<file path="config.mk">
export PLATFORM = sky130hd
export DESIGN_NAME = tft_ctrl_top
export DESIGN_NICKNAME = d
export VERILOG_FILES = /design/src/logic/tft_bus_pkg.sv /design/src/logic/tft_cmd_pkg.sv /design/src/logic/tft_ctrl_top.sv /design/src/logic/tft_init_seq.sv /design/src/logic/tft_ms_delay.sv /design/src/logic/tft_spi_tx.sv /design/src/logic/tft_wb_port.sv
export SDC_FILE = /design/constraint.sdc
export NUM_CORES = 1
export LEC_CHECK = 0
export BUFFER_PORTS_ARGS = -buffer_cell sky130_fd_sc_hd__clkbuf_2
export CORE_ASPECT_RATIO = 1.1
export CORE_MARGIN = 1.5
export CORE_UTILIZATION = 56
export CTS_BUF_LIST = sky130_fd_sc_hd__clkbuf_16
export CTS_CLUSTER_SIZE = 24
export DETAILED_ROUTE_END_ITERATION = 10
export HOLD_SLACK_MARGIN = 0.1
export PLACE_DENSITY = 0.83
export SYNTH_ARGS = -nofsm -noshare
export SYNTH_HDL_FRONTEND = slang
export SYNTH_SLANG_ARGS = --single-unit
</file>
<file path="constraint.sdc">
create_clock -name clk -period 4.15 [get_ports clk]
set_input_delay 0.83 -clock clk [delete_from_list [all_inputs] [get_ports clk]]
set_output_delay 0.83 -clock clk [all_outputs]
set_load 0.05 [all_outputs]
</file>
<file path="src/logic/tft_bus_pkg.sv">
package tft_bus_pkg;

    // serial link byte whose is_data is the dc level
    typedef struct packed
    {
        logic       is_data;
        logic [7:0] value;
    } link_byte_t;

    typedef struct packed
    {
        logic       cyc;
        logic       stb;
        logic       we;
        logic [1:0] adr;
        logic [7:0] dat_w;
    } wb_req_t;

    localparam logic [1:0] ADR_COMM   = 2'd0;
    localparam logic [1:0] ADR_DATA   = 2'd1;
    localparam logic [1:0] ADR_STATUS = 2'd2;

endpackage

</file>
<file path="src/logic/tft_cmd_pkg.sv">
package tft_cmd_pkg;

    typedef enum logic [1:0]
    {
        KIND_COMM = 2'd0,
        KIND_DATA = 2'd1,
        KIND_WAIT = 2'd2
    } entry_kind_t;

    typedef struct packed
    {
        entry_kind_t kind;
        logic [7:0]  value; // byte, or wait time in ms
    } init_entry_t;

    localparam int INIT_LEN = 45;

    // power-up sequence ending with the memory write command
    localparam init_entry_t INIT_TABLE [0:INIT_LEN-1] = '{
        '{KIND_WAIT, 8'hff},
        '{KIND_COMM, 8'hc0}, '{KIND_DATA, 8'h17}, '{KIND_DATA, 8'h15},
        '{KIND_COMM, 8'hc1}, '{KIND_DATA, 8'h41},
        '{KIND_COMM, 8'hc5}, '{KIND_DATA, 8'h00}, '{KIND_DATA, 8'h12}, '{KIND_DATA, 8'h80},
        '{KIND_COMM, 8'h36}, '{KIND_DATA, 8'h48}, // memory access control
        '{KIND_COMM, 8'h3a}, '{KIND_DATA, 8'h66}, // 18 bit pixels
        '{KIND_COMM, 8'hb0}, '{KIND_DATA, 8'h80},
        '{KIND_COMM, 8'hb1}, '{KIND_DATA, 8'ha0},
        '{KIND_COMM, 8'hb6}, '{KIND_DATA, 8'h02}, '{KIND_DATA, 8'h02},
        '{KIND_COMM, 8'he9}, '{KIND_DATA, 8'h00},
        '{KIND_COMM, 8'hf7}, '{KIND_DATA, 8'ha9}, '{KIND_DATA, 8'h51},
        '{KIND_DATA, 8'h2c}, '{KIND_DATA, 8'h82},
        '{KIND_COMM, 8'h11}, // sleep out
        '{KIND_WAIT, 8'hff},
        '{KIND_COMM, 8'h29}, '{KIND_COMM, 8'h21}, '{KIND_COMM, 8'h34},
        '{KIND_WAIT, 8'hff},
        '{KIND_COMM, 8'h2a}, '{KIND_DATA, 8'h00}, '{KIND_DATA, 8'h10},
        '{KIND_DATA, 8'h00}, '{KIND_DATA, 8'h20}, // column window
        '{KIND_COMM, 8'h2b}, '{KIND_DATA, 8'h00}, '{KIND_DATA, 8'h10},
        '{KIND_DATA, 8'h00}, '{KIND_DATA, 8'h20}, // page window
        '{KIND_COMM, 8'h2c}
    };

endpackage

</file>
<file path="src/logic/tft_ctrl_top.sv">
`timescale 1ns/1ps

module tft_ctrl_top
#(
    parameter int CYCLES_PER_MS = 100000,
    parameter int SCLK_HALF     = 4
)
(
    input  logic                 clk,
    input  logic                 global_reset,
    input  tft_bus_pkg::wb_req_t wb,
    output logic                 ack,
    output logic [7:0]           dat_r,
    output logic                 sclk,
    output logic                 mosi,
    output logic                 cs_n,
    output logic                 dc
);

    tft_bus_pkg::link_byte_t host_byte;
    logic                    host_valid;
    logic                    host_ready;
    tft_bus_pkg::link_byte_t tx_byte;
    logic                    tx_valid;
    logic                    tx_ready;
    logic                    init_done;
    logic                    link_busy;

    tft_wb_port u_wb_port
    (
        .clk(clk),
        .global_reset(global_reset),
        .wb(wb),
        .ack(ack),
        .dat_r(dat_r),
        .init_done(init_done),
        .link_busy(link_busy),
        .host_byte(host_byte),
        .host_valid(host_valid),
        .host_ready(host_ready)
    );

    tft_init_seq
    #(
        .CYCLES_PER_MS(CYCLES_PER_MS)
    )
    u_init_seq
    (
        .clk(clk),
        .global_reset(global_reset),
        .host_byte(host_byte),
        .host_valid(host_valid),
        .host_ready(host_ready),
        .tx_byte(tx_byte),
        .tx_valid(tx_valid),
        .tx_ready(tx_ready),
        .init_done(init_done)
    );

    tft_spi_tx
    #(
        .SCLK_HALF(SCLK_HALF)
    )
    u_spi_tx
    (
        .clk(clk),
        .global_reset(global_reset),
        .tx_byte(tx_byte),
        .tx_valid(tx_valid),
        .tx_ready(tx_ready),
        .link_busy(link_busy),
        .sclk(sclk),
        .mosi(mosi),
        .cs_n(cs_n),
        .dc(dc)
    );

endmodule

</file>
<file path="src/logic/tft_init_seq.sv">
`timescale 1ns/1ps

module tft_init_seq
#(
    parameter int CYCLES_PER_MS = 100000
)
(
    input  logic                    clk,
    input  logic                    global_reset,
    input  tft_bus_pkg::link_byte_t host_byte,
    input  logic                    host_valid,
    output logic                    host_ready,
    output tft_bus_pkg::link_byte_t tx_byte,
    output logic                    tx_valid,
    input  logic                    tx_ready,
    output logic                    init_done
);

    localparam int IDX_W = $clog2(tft_cmd_pkg::INIT_LEN);

    logic [IDX_W-1:0]         idx;
    tft_cmd_pkg::init_entry_t entry;
    logic                     is_wait;
    logic                     can_step;
    logic                     table_valid;
    logic                     step;
    logic                     timer_start;
    logic                     timer_free;
    tft_bus_pkg::link_byte_t  table_byte;

    assign entry   = tft_cmd_pkg::INIT_TABLE[idx];
    assign is_wait = (entry.kind == tft_cmd_pkg::KIND_WAIT);

    // waits also hold off until the link is idle
    assign can_step    = !init_done && timer_free && tx_ready;
    assign table_valid = can_step && !is_wait;
    assign timer_start = can_step && is_wait;
    assign step        = timer_start || table_valid; // entry consumed at this edge

    assign table_byte.is_data = (entry.kind == tft_cmd_pkg::KIND_DATA);
    assign table_byte.value   = entry.value;

    // after the table, host bytes go straight through
    assign tx_byte    = init_done ? host_byte : table_byte;
    assign tx_valid   = init_done ? (host_valid && tx_ready) : table_valid;
    assign host_ready = init_done && tx_ready;

    always_ff @(posedge clk)
    begin
        if (global_reset)
        begin
            idx       <= '0;
            init_done <= 1'b0;
        end
        else if (step)
        begin
            if (idx == IDX_W'(tft_cmd_pkg::INIT_LEN - 1))
                init_done <= 1'b1;
            else
                idx <= idx + 1'b1;
        end
    end

    tft_ms_delay
    #(
        .CYCLES_PER_MS(CYCLES_PER_MS)
    )
    u_ms_delay
    (
        .clk(clk),
        .global_reset(global_reset),
        .start(timer_start),
        .ms(entry.value),
        .free(timer_free)
    );

endmodule

</file>
<file path="src/logic/tft_ms_delay.sv">
`timescale 1ns/1ps

module tft_ms_delay
#(
    parameter int CYCLES_PER_MS = 100000
)
(
    input  logic       clk,
    input  logic       global_reset,
    input  logic       start,
    input  logic [7:0] ms,
    output logic       free
);

    localparam int PRE_W = (CYCLES_PER_MS > 1) ? $clog2(CYCLES_PER_MS) : 1;

    logic [PRE_W-1:0] pre;
    logic [7:0]       ms_left;
    logic             busy;

    assign free = !busy;

    always_ff @(posedge clk)
    begin
        if (global_reset)
        begin
            busy    <= 1'b0;
            pre     <= '0;
            ms_left <= '0;
        end
        else if (start)
        begin
            busy    <= 1'b1;
            ms_left <= ms;
            pre     <= (ms == 8'd0) ? '0 : PRE_W'(CYCLES_PER_MS - 1); // zero ms is one cycle
        end
        else if (busy)
        begin
            if (pre != '0)
                pre <= pre - 1'b1;
            else if (ms_left <= 8'd1)
                busy <= 1'b0;
            else
            begin
                ms_left <= ms_left - 8'd1;
                pre     <= PRE_W'(CYCLES_PER_MS - 1);
            end
        end
    end

endmodule

</file>
<file path="src/logic/tft_spi_tx.sv">
`timescale 1ns/1ps

module tft_spi_tx
#(
    parameter int SCLK_HALF = 4
)
(
    input  logic                    clk,
    input  logic                    global_reset,
    input  tft_bus_pkg::link_byte_t tx_byte,
    input  logic                    tx_valid,
    output logic                    tx_ready,
    output logic                    link_busy,
    output logic                    sclk,
    output logic                    mosi,
    output logic                    cs_n,
    output logic                    dc
);

    localparam int DIV_W = (SCLK_HALF > 1) ? $clog2(SCLK_HALF) : 1;

    logic             busy;
    logic [7:0]       shreg;
    logic             dc_r;
    logic             sclk_r;
    logic [DIV_W-1:0] div;
    logic [3:0]       bit_cnt;
    logic             half_tick;

    assign half_tick = (div == DIV_W'(SCLK_HALF - 1));

    assign tx_ready  = !busy;
    assign link_busy = busy;
    assign cs_n      = !busy;
    assign sclk      = sclk_r;
    assign mosi      = shreg[7]; // msb first
    assign dc        = dc_r;

    always_ff @(posedge clk)
    begin
        if (global_reset)
        begin
            busy    <= 1'b0;
            sclk_r  <= 1'b0;
            div     <= '0;
            bit_cnt <= '0;
            shreg   <= '0;
            dc_r    <= 1'b0;
        end
        else if (!busy)
        begin
            if (tx_valid)
            begin
                busy    <= 1'b1;
                shreg   <= tx_byte.value;
                dc_r    <= tx_byte.is_data;
                sclk_r  <= 1'b0;
                div     <= '0;
                bit_cnt <= '0;
            end
        end
        else if (bit_cnt[3])
            busy <= 1'b0; // one cycle past the last falling edge
        else if (half_tick)
        begin
            div    <= '0;
            sclk_r <= !sclk_r;
            if (sclk_r)
            begin
                shreg   <= {shreg[6:0], 1'b0}; // next bit on falling edge
                bit_cnt <= bit_cnt + 4'd1;
            end
        end
        else
            div <= div + 1'b1;
    end

endmodule

</file>
<file path="src/logic/tft_wb_port.sv">
`timescale 1ns/1ps

module tft_wb_port
(
    input  logic                    clk,
    input  logic                    global_reset,
    input  tft_bus_pkg::wb_req_t    wb,
    output logic                    ack,
    output logic [7:0]              dat_r,
    input  logic                    init_done,
    input  logic                    link_busy,
    output tft_bus_pkg::link_byte_t host_byte,
    output logic                    host_valid,
    input  logic                    host_ready
);

    logic req;
    logic byte_adr;
    logic take;
    logic captured; // byte taken last edge, ack follows
    logic hold_valid;

    assign req      = wb.cyc && wb.stb && !ack && !captured;
    assign byte_adr = (wb.adr == tft_bus_pkg::ADR_COMM) || (wb.adr == tft_bus_pkg::ADR_DATA);
    assign take     = req && wb.we && byte_adr && !hold_valid;

    assign host_valid = hold_valid;

    always_ff @(posedge clk)
    begin
        if (global_reset)
        begin
            ack        <= 1'b0;
            captured   <= 1'b0;
            hold_valid <= 1'b0;
        end
        else
        begin
            ack      <= 1'b0;
            captured <= 1'b0;
            if (hold_valid && host_ready)
                hold_valid <= 1'b0;
            if (captured)
                ack <= 1'b1;
            else if (take)
            begin
                hold_valid <= 1'b1;
                captured   <= 1'b1;
            end
            else if (req && !(wb.we && byte_adr))
                ack <= 1'b1; // reads and writes to other addresses
        end
    end

    always_ff @(posedge clk)
    begin
        if (take)
        begin
            host_byte.is_data <= (wb.adr == tft_bus_pkg::ADR_DATA);
            host_byte.value   <= wb.dat_w;
        end
        if (req && !wb.we)
        begin
            if (wb.adr == tft_bus_pkg::ADR_STATUS)
                dat_r <= {6'b0, link_busy, init_done};
            else
                dat_r <= 8'h00;
        end
    end

endmodule

</file>
==> run metrics, run 1 <==
Primary FF master, synth=dfxtp_1; Max-Cap Viols=0; yosys warns=0; initial antenna violation count=0; Post-synth EDFFs=11; Final Hold Fails=0; GRT Util Overall=0.250; met3 Usage GRT=0.0545; via count=3577; fill cell count=571; Root Driver=clkbuf_16; number of setup violations in the final report=0; r2r startpoint=u_init_seq.idx[1]; die height=slightly above 90 um; GR Util met2=0.411; Core Box Area=~6700 sq um; Die Footprint=~7600 sq um; CP endpoint=u_spi_tx.shreg[0]; largest net degree at the start of global routing=between 40 and 50; CTS sink cnt=64; gr busiest metal=met2; post-CTS resize count=0; remaining global-route overflow=0; layout cells sized above 1=0.130; first-pass GRT wire length=approximately 16 mm; crit share post-route=0.697; worst hold slack=0.463 ns; Initial Util=0.589; crit path launch=u_init_seq.idx[1]; die width=83.1 um; antenna-violating nets left=0; Design Power=approximately 3.4 mW; unrepaired setup endpoints after global routing=false; clock-pin slew on the worst setup and hold paths=around 0.06 ns; # hold bufs at CTS=0; Slew Limit Fails=0; FP Rows=31; met1 usage=0.304; maximum vdd drop=just under 0.0004 V; critical path class=flip-flop to flip-flop; PD cells=between 700 and 800 nW/um^2; htree depth=3; worst slack, placed=1.35 ns; Clk Latency, worst-skew pair=~0.33 ns; CP Data Arrival Time=around 3.1 ns; Reg2Reg Depth=8; setup ws final=approximately 1.3 ns; routed vias/inst=between 6 and 7; First-pass DRT Iterations=5; most frequent cells in the layout=dfxtp_1, nor2_1, a21oi_1, nand2_1, o21ai_0; share of the yosys chip area belonging to registers=0.352; Port Buffers=21; Area Growth Syn to Fin=11.0%; Startpoint Class=flip-flop; status=finished clean; synthesized area=3950 sq um; Worst setup EP type=flip-flop; Async SR Flop Fraction=0; Worst EP required=4.39 ns; WL per Instance=around 17 um; CTS tree=yes; leak pwr=1.61 nW; crit path max fanout=18; Netlist cell types=between 60 and 70; starting DRC count in detailed routing=235; Max Root-Sink Buffers=2; vias in the first global route=around 3.4k; Setup Buffers After CTS=0; reg2reg end=u_spi_tx.shreg[0]; setup TNS=0 ns; worst min path class=flip-flop to flip-flop; DRC viols=0; Post-Syn Instances=around 470; Max Clock Freq=346 MHz; min Tclk post-route=between 2 and 3 ns; nets=roughly 500; CTS Buf Count=9; design area=approximately 4400 sq um; Critical-path top delay cell=dfxtp_1; R2R setup slack=approximately 1.3 ns; critical path cell sequence=inv_1 > ha_1 > and2_1 > o21ai_0 > a32oi_1 > o21ai_1 > o2111ai_1 > a21oi_1; Synth Area per Inst=about 8.5 sq um; most common cell after layout, fill and taps aside=dfxtp_1; Post-DP Area=~4000 sq um; CP peak stage delay=just under 0.7 ns; DP Wirelength=between 6 and 7 mm; total wire length=about 9 mm; max_slew headroom=0.328; Inserted Diodes=0; Synth Register Bits=64; worst slew pin tran=roughly 1.0 ns; final clock skew=between 0.009 and 0.01 ns; I/O Pins=28; Final GP Congestion=~0.92
how the worst min path moves through the flow:
stage | start | to | slack (ns) | cells past startpoint
2_1_floorplan | u_wb_port.captured | u_wb_port.ack | 0.43 | 2
4_1_cts | u_spi_tx.shreg[5] | u_spi_tx.shreg[5] | 0.46 | 2
3_3_place_gp | u_spi_tx.shreg[0] | u_spi_tx.shreg[0] | 0.44 | 2
3_5_place_dp | u_spi_tx.shreg[5] | u_spi_tx.shreg[5] | 0.45 | 2
5_1_grt | u_spi_tx.shreg[4] | u_spi_tx.shreg[4] | 0.50 | 2
6_report | u_spi_tx.shreg[5] | u_spi_tx.shreg[5] | 0.46 | 2
layer usage:
metal  vias to the layer above  part of all wire
met2                       126              0.49
met1                      1702              0.43
met3                        24             0.057
met5                         -                 0
met4                         0             0.028
li1                       1725                 -
where the power goes:
part / switching (mW) / internal, mW
logic: 0.985 / 0.578
registers: 0.167 / 0.778
clock network: 0.293 / 0.569
total: 1.44 / 1.93
sequential cells by signal, indices dropped and copies added (netlist names):
| name | flops |
|---|---|
| u_wb_port.dat_r | 2 |
| u_spi_tx.div | 2 |
| u_init_seq.u_ms_delay.ms_left | 8 |
| u_spi_tx.dc | 1 |
| u_wb_port.host_valid | 1 |
| u_wb_port.host_byte | 9 |
| u_spi_tx.shreg | 8 |
| u_spi_tx.sclk | 1 |
| u_init_seq.u_ms_delay.busy | 1 |
| u_init_seq.idx | 6 |
| u_wb_port.captured | 1 |
| u_init_seq.init_done | 1 |
| u_spi_tx.link_busy | 1 |
| u_init_seq.u_ms_delay.pre | 17 |
| u_wb_port.ack | 1 |
| u_spi_tx.bit_cnt | 4 |
critical path: cells and delay by family (launching register included):
kind	cells	cell delay, ns
compound gates	5	1.37
fa+ha+maj	1	0.34
buf+inv	1	0.20
flops	1	0.69
simple gates	1	0.21
kinds of logic after synthesis:
logic type               synth area share
AND/OR/NAND/NOR                     0.230
XOR/XNOR                           0.0244
buffers and inverters              0.0605
adder cells (fa/ha/maj)            0.0538
other                            0.000949
flip-flops                          0.352
multiplexers                       0.0567
AO/OA/AOI/OAI                       0.221
cell usage after synthesis (all sizes together) (3+ instances only):
library cell / count / area (sq um)
clkbuf: 22 / 82.6
a221oi: 3 / 26.3
edfxtp: 11 / 330
inv: 21 / 78.8
nor2: 50 / 190
mux2i: 10 / 100
xnor2: 7 / 61.3
nor4: 7 / 65.1
nor2b: 10 / 62.6
or3: 8 / 50.1
o32ai: 3 / 26.3
nand3: 8 / 40.0
nand2: 29 / 109
o21ai: 28 / 155
o31ai: 3 / 22.5
ha: 17 / 213
nand2b: 5 / 31.3
or4: 8 / 63.8
nor3b: 4 / 30.0
a22oi: 3 / 22.5
a311oi: 6 / 58.8
a21oi: 38 / 190
xor2: 4 / 35.0
a211oi: 19 / 143
buf: 12 / 77.6
a31oi: 5 / 31.3
a2111oi: 3 / 26.3
mux4: 5 / 113
o21a: 5 / 37.5
dfxtp: 53 / 1060
and3: 3 / 18.8
or2: 3 / 18.8
and2: 3 / 18.8
nand4: 3 / 18.8
nor3: 24 / 136
layout make-up:
type                    count  area, sq um  share of cell area
well taps                  82          103              0.0234
clock inverters             6         95.1              0.0217
repair buffers             24          128              0.0291
multi-input cells         352         2340               0.533
clock buffers              10          250              0.0571
flip-flops and latches     64         1390               0.317
inverters                  21         78.8              0.0180
stage by stage:
step / cells / utilization
2_1_floorplan: 471 / -
3_3_place_gp: 543 / 0.602
3_5_place_dp: 543 / 0.602
4_1_cts: 559 / 0.653
5_1_grt: 559 / 0.653
6_report: 559 / 0.653
Power figures use the tool's default switching activity.
==> inputs of run 2 (changes only) <==
ABC_AREA = 1   (was unset)
clock period = 2.8 ns   (was 4.15 ns; I/O delays follow)
==> run 2 against run 1 <==
Non-clock buffer count grew 5. Design area increased by 6.6%. Maximum frequency rose by 22%. Die area rose by 7.2%. Critical endpoint is now u_init_seq.u_ms_delay.pre[11]. Highest routed layer unchanged.
==> run metrics, run 2 <==
status=finished clean (unchanged); share of the yosys chip area belonging to registers=0.328 (was 0.352); final clock skew=0.0113 ns (was 0.00920 ns); critical path class=flip-flop to flip-flop (unchanged); die width=86.0 um (was 83.1 um); post-CTS resize count=0 (unchanged); Area Growth Syn to Fin=10.2% (was 11.0%); total wire length=10.6 mm (was 9.26 mm); First-pass DRT Iterations=5 (unchanged); remaining global-route overflow=0 (unchanged); Die Footprint=8110 sq um (was 7570 sq um); FP Rows=33 (was 31); GR Util met2=0.463 (was 0.411); DRC viols=0 (unchanged); Max Clock Freq=421 MHz (was 346 MHz); max_slew headroom=0.533 (was 0.328); CTS Buf Count=9 (unchanged); Inserted Diodes=0 (unchanged); starting DRC count in detailed routing=214 (was 235); Primary FF master, synth=dfxtp_1 (unchanged); CP peak stage delay=0.67 ns (was 0.69 ns); maximum vdd drop=0.000554 V (was 0.000386 V); via count=4191 (was 3577); critical path cell sequence=buf_4 > inv_1 > nand2_1 > nor2_2 > o21ai_1 > nand2_2 > nand3_2 > buf_4 > nand3_1 > a21oi_1 (was inv_1 > ha_1 > and2_1 > o21ai_0 > a32oi_1 > o21ai_1 > o2111ai_1 > a21oi_1); Final Hold Fails=0 (unchanged); Initial Util=0.574 (was 0.589); nets=684 (was 504); crit path max fanout=16 (was 18); GRT Util Overall=0.273 (was 0.250); initial antenna violation count=0 (unchanged); most used cell, CP=buf_4; Synth Register Bits=64 (unchanged); worst slew pin tran=0.699 ns (was 1.01 ns); Worst setup EP type=flip-flop (unchanged); number of setup violations in the final report=0 (unchanged); most common cell after layout, fill and taps aside=nand2_1 (was dfxtp_1); max reg flops=17 (unchanged); unrepaired setup endpoints after global routing=false (unchanged); Critical-path top delay cell=dfxtp_1 (unchanged); met1 usage=0.318 (was 0.304); share of the synthesized area in the top cell type=0.250 (was 0.269); met3 Usage GRT=0.0536 (was 0.0545); die height=94.3 um (was 91.1 um); clock-pin slew on the worst setup and hold paths=0.06 ns (about the same); Setup Buffers After CTS=0 (unchanged); PD cells=1200 nW/um^2 (was 769 nW/um^2); worst hold slack=0.396 ns (was 0.463 ns); layout cells sized above 1=0.113 (was 0.130); Synth top cells by count=nand2_1, nor2_1, nand3_1, dfxtp_1, inv_1 (was dfxtp_1, nor2_1, a21oi_1, nand2_1, o21ai_0); Post-Syn Instances=637 (was 466); gr busiest metal=met2 (unchanged); crit path launch=u_init_seq.idx[3] (was u_init_seq.idx[1]); antenna-violating nets left=0 (unchanged); Biggest register=u_init_seq.u_ms_delay.pre (unchanged); Port Buffers=21 (unchanged); Regs by FF count=u_init_seq.u_ms_delay.pre x17, u_wb_port.host_byte x9 (unchanged); yosys warns=0 (unchanged); CP Data Arrival Time=2.63 ns (was 3.13 ns); first-pass GRT wire length=17.6 mm (was 15.6 mm); leak pwr=2.18 nW (was 1.61 nW); r2r startpoint=u_init_seq.idx[3] (was u_init_seq.idx[1]); DP Wirelength=7.44 mm (was 6.37 mm); synthesized area=4240 sq um (was 3950 sq um); crit share post-route=0.848 (was 0.697); largest net degree at the start of global routing=38 (was 48); routed vias/inst=5.63 (was 6.40); Synth Area per Inst=6.66 sq um (was 8.48 sq um); Area contributors post-synth=dfxtp_1, nand2_1, edfxtp_1 (was dfxtp_1, edfxtp_1, ha_1); # hold bufs at CTS=0 (unchanged); worst min path class=input port to flip-flop (was flip-flop to flip-flop); Root Driver=clkbuf_16 (unchanged); min Tclk post-route=2.38 ns (was 2.89 ns); Startpoint Class=flip-flop (unchanged); Netlist cell types=45 (was 68); top-count cell post-synth=nand2_1 (was dfxtp_1); Slew Limit Fails=0 (unchanged); Final GP Congestion=0.978 (was 0.918); Post-synth EDFFs=11 (unchanged); Max-Cap Viols=0 (unchanged); Clk Latency, worst-skew pair=0.34 ns (was 0.33 ns); Async SR Flop Fraction=0 (unchanged); setup TNS=0 ns (unchanged); CTS tree=yes (unchanged); fin util=0.633 (was 0.653); I/O Pins=28 (unchanged); Core Box Area=7390 sq um (was 6710 sq um); WL per Instance=14.3 um (was 16.6 um); Worst EP required=3.05 ns (was 4.39 ns); Max Root-Sink Buffers=2 (unchanged); most frequent cells in the layout=nand2_1, nor2_1, nand3_1, inv_1, dfxtp_1 (was dfxtp_1, nor2_1, a21oi_1, nand2_1, o21ai_0); area leader, netlist=dfxtp_1 (unchanged); CTS sink cnt=64 (unchanged); min-delay src=wb[7] (was u_spi_tx.shreg[5]); vias in the first global route=3980 (was 3358); htree depth=3 (unchanged)
-- run 2: final cells by class --
type | count | area (sq um)
Clock buffer | 9 | 225
Clock inverter | 7 | 103
Multi-Input combinational cell | 486 | 2450
Sequential cell | 64 | 1390
Inverter | 62 | 236
Fill cell | 669 | 2720
Tap cell | 87 | 109
Timing Repair Buffer | 29 | 165
-- run 2: path summary, 6_finish.rpt --
check	to	slack (ns)	depth (start not counted)
hold reg to reg	u_init_seq.u_ms_delay.ms_left[1]	0.47	2
setup / recovery	u_init_seq.u_ms_delay.pre[11]	0.42	10
hold / removal	u_wb_port.host_byte[7]	0.40	1
setup reg to reg	u_init_seq.u_ms_delay.pre[11]	0.42	10
-- run 2: logic make-up after synthesis --
| family | Yosys count | share of synthesized area |
|---|---|---|
| flops | 64 | 0.328 |
| xor+xnor | 11 | 0.0227 |
| compound gates | 108 | 0.135 |
| buf+inv | 92 | 0.102 |
| other cells | 1 | 0.000884 |
| fa+ha+maj | 17 | 0.0501 |
| simple gates | 344 | 0.362 |
-- run 2: critical path: cells and delay by family (launching register included) --
| family | cells | cell delay, ns |
|---|---|---|
| buffers and inverters | 3 | 0.62 |
| and+or+nand+nor | 5 | 0.66 |
| DFF | 1 | 0.67 |
| AOI/OAI and AO/OA | 2 | 0.34 |
-- run 2: stage by stage --
| step | setup slack (ns) | area [sq um] | power, mW | cells |
|---|---|---|---|---|
| floorplan | 0.618 | 4260 | 3.80 | 642 |
| CTS | 0.458 | 4680 | 5.55 | 744 |
| detailed placement | 0.495 | 4350 | 4.27 | 728 |
| finish | 0.425 | 4680 | 5.59 | 744 |
| global placement | 0.522 | 4350 | 4.20 | 728 |
| global route | 0.177 | 4680 | 6.05 | 744 |
-- run 2: layer usage --
layer	wire length [um]	up-vias	share of wire
met2	5240	156	0.49
met4	426	0	0.040
met5	0	-	0
met1	4340	1902	0.41
li1	-	2092	-
met3	633	41	0.059
-- run 2: where the power goes --
part	internal, mW	leakage (nW)	total [mW]	switching (mW)
clock network	0.788	0.157	1.24	0.452
registers	1.17	0.536	1.41	0.240
logic	0.974	1.48	2.94	1.97
==> inputs of run 3 (changes only) <==
clock period = 2.35 ns   (was 2.8 ns; I/O delays follow)
==> run 3 against run 2 <==
Flip-flop and latch count stayed put. Count of clock-buffer cells in the layout is the same. Largest cell class unchanged. Utilization is 0.73 points higher. Setup slack got worse by 0.18 ns. Sequential share of layout area shrank 0.31 points. Largest power group unchanged. Sequential power up 17%.
==> run metrics, run 3 (synthesis gave the netlist of run 2 again) <==
Area Growth Syn to Fin=11.4% (was 10.2%); Inserted Diodes=0 (unchanged); GRT Util Overall=0.260 (was 0.273); final clock skew=0.00643 ns (was 0.0113 ns); max_slew headroom=0.519 (was 0.533); CTS Buf Count=9 (unchanged); worst slack, placed=0.179 ns (was 0.495 ns); number of setup violations in the final report=0 (unchanged); remaining global-route overflow=0 (unchanged); starting DRC count in detailed routing=303 (was 214); initial antenna violation count=0 (unchanged); design area=4730 sq um (was 4680 sq um); r2r startpoint=u_init_seq.idx[0] (was u_init_seq.idx[3]); multi-input logic area=2460 sq um (was 2450 sq um); Sequential Area=1390 sq um (about the same); Design Power=6.74 mW (was 5.59 mW); Die Footprint=8110 sq um (unchanged); status=finished clean (unchanged); critical path's top delay family=buffers and inverters (was flip-flops); # hold bufs at CTS=0 (unchanged); Biggest register=u_init_seq.u_ms_delay.pre (unchanged); crit share post-route=0.894; Max Clock Freq=approximately 480 MHz; nets=687 (was 684); Startpoint Class=flip-flop (unchanged); die height=94.3 um (unchanged); critical path cell sequence=clkinv_1 > clkbuf_2 (was buf_4 > inv_1 > nand2_1 > nor2_2 > o21ai_1 > nand2_2 > nand3_2 > buf_4 > nand3_1 > a21oi_1); Final Hold Fails=0 (unchanged); crit path launch=u_spi_tx.link_busy (was u_init_seq.idx[3]); Slew Limit Fails=0 (unchanged); WL per Instance=13.6 um (was 14.3 um); Initial Util=0.574 (unchanged); min Tclk post-route=approximately 2.1 ns; most frequent cells in the layout=nand2_1, nor2_1, nand3_1, inv_1, dfxtp_1 (unchanged); critical path class=flip-flop to output port (was flip-flop to flip-flop); min-delay src=wb[5] (was wb[7]); I/O Pins=28 (unchanged); maximum vdd drop=0.000615 V (was 0.000554 V); routed vias/inst=5.54 (was 5.63); leak pwr=2.20 nW (was 2.18 nW); Critical-path top delay cell=dfxtp_1 (unchanged); worst slew pin tran=0.720 ns (was 0.699 ns); Final GP Congestion=1.01 (was 0.978); FP Rows=33 (unchanged); CTS tree=yes (unchanged); post-CTS resize count=0 (unchanged); CP peak stage delay=0.57 ns (was 0.67 ns); die width=86.0 um (unchanged); Buf/Inv on CP=2 (was 3); clock-pin slew on the worst setup and hold paths=0.06 ns (about the same); via count=4140 (was 4191); Clk Latency, worst-skew pair=0.33 ns (was 0.34 ns); CP Data Arrival Time=1.63 ns (was 2.63 ns); Root Driver=clkbuf_16 (unchanged); Post-DP Area=4370 sq um (was 4350 sq um); antenna-violating nets left=0 (unchanged); CTS sink cnt=64 (unchanged); htree depth=3 (unchanged); first-pass GRT wire length=16.8 mm (was 17.6 mm); Worst EP required=1.88 ns (was 3.05 ns); PD cells=1420 nW/um^2 (was 1200 nW/um^2); max reg flops=17 (unchanged); Max-Cap Viols=0 (unchanged); Port Buffers=21 (unchanged); layout cells sized above 1=0.118 (was 0.113); Worst setup EP type=output port (was flip-flop); fill cell count=616 (was 669); DRC viols=0 (unchanged); First-pass DRT Iterations=5 (unchanged); DP Wirelength=7.15 mm (was 7.44 mm); most common cell after layout, fill and taps aside=nand2_1 (unchanged); crit path max fanout=9 (was 16); worst min path class=input port to flip-flop (unchanged); total wire length=10.1 mm (was 10.6 mm); setup ws final=0.248 ns (was 0.425 ns); largest net degree at the start of global routing=25 (was 38); Regs by FF count=u_init_seq.u_ms_delay.pre x17, u_wb_port.host_byte x9 (unchanged); Max Root-Sink Buffers=2 (unchanged); vias in the first global route=3813 (was 3980); Setup Buffers After CTS=0 (unchanged); Core Box Area=7390 sq um (unchanged)
## run 3: changes by cell type in the layout (fill, tap and decap cells not counted)
| cell | change |
|---|---|
| nand3_4 | +1 |
| clkinv_2 | +1 |
| dfxtp_1 | -1 |
| nand2_2 | -1 |
| bufinv_16 | +1 |
| dfxtp_2 | +1 |
| nand2_4 | +1 |
| nand3_2 | -1 |
| buf_4 | +3 |
| inv_6 | -2 |
## run 3: cell type report
cell class,instances,share of cell area
multi-input cells,486,0.520
clock inverters,7,0.0254
well taps,87,0.0230
repair buffers,32,0.0397
inverters,62,0.0500
clock buffers,9,0.0476
flip-flops and latches,64,0.294
## run 3: final timing paths
| path | endpoint | depth (start not counted) | slack (ns) |
|---|---|---|---|
| max | cs_n | 2 | 0.25 |
| min | u_wb_port.host_byte[5] | 1 | 0.31 |
| max reg2reg | u_spi_tx.shreg[6] | 12 | 0.26 |
| min reg2reg | u_spi_tx.shreg[7] | 2 | 0.48 |
## run 3: stage by stage
| step | instances | setup TNS (ns) | hold WS [ns] | util |
|---|---|---|---|---|
| 2_1_floorplan | 642 | 0 | 0.434 | - |
| 3_3_place_gp | 731 | 0 | 0.449 | 0.591 |
| 3_5_place_dp | 731 | 0 | 0.466 | 0.591 |
| 4_1_cts | 747 | 0 | 0.308 | 0.638 |
| 5_1_grt | 747 | -0.0554 | 0.302 | 0.640 |
| 6_report | 747 | 0 | 0.314 | 0.640 |
## run 3: report_power, final
group / total, mW / switching (mW) / internal [mW]
logic: 3.56 / 2.37 / 1.19
clock network: 1.53 / 0.490 / 1.04
registers: 1.65 / 0.256 / 1.39
total: 6.74 / 3.12 / 3.62
## run 3: routing by layer
metal / routed length, um / track usage / part of all wire
met2: 5000 / 0.447 / 0.49
met4: 282 / 0.117 / 0.028
met1: 4290 / 0.315 / 0.42
met3: 569 / 0.0510 / 0.056
met5: 0 / 0 / 0
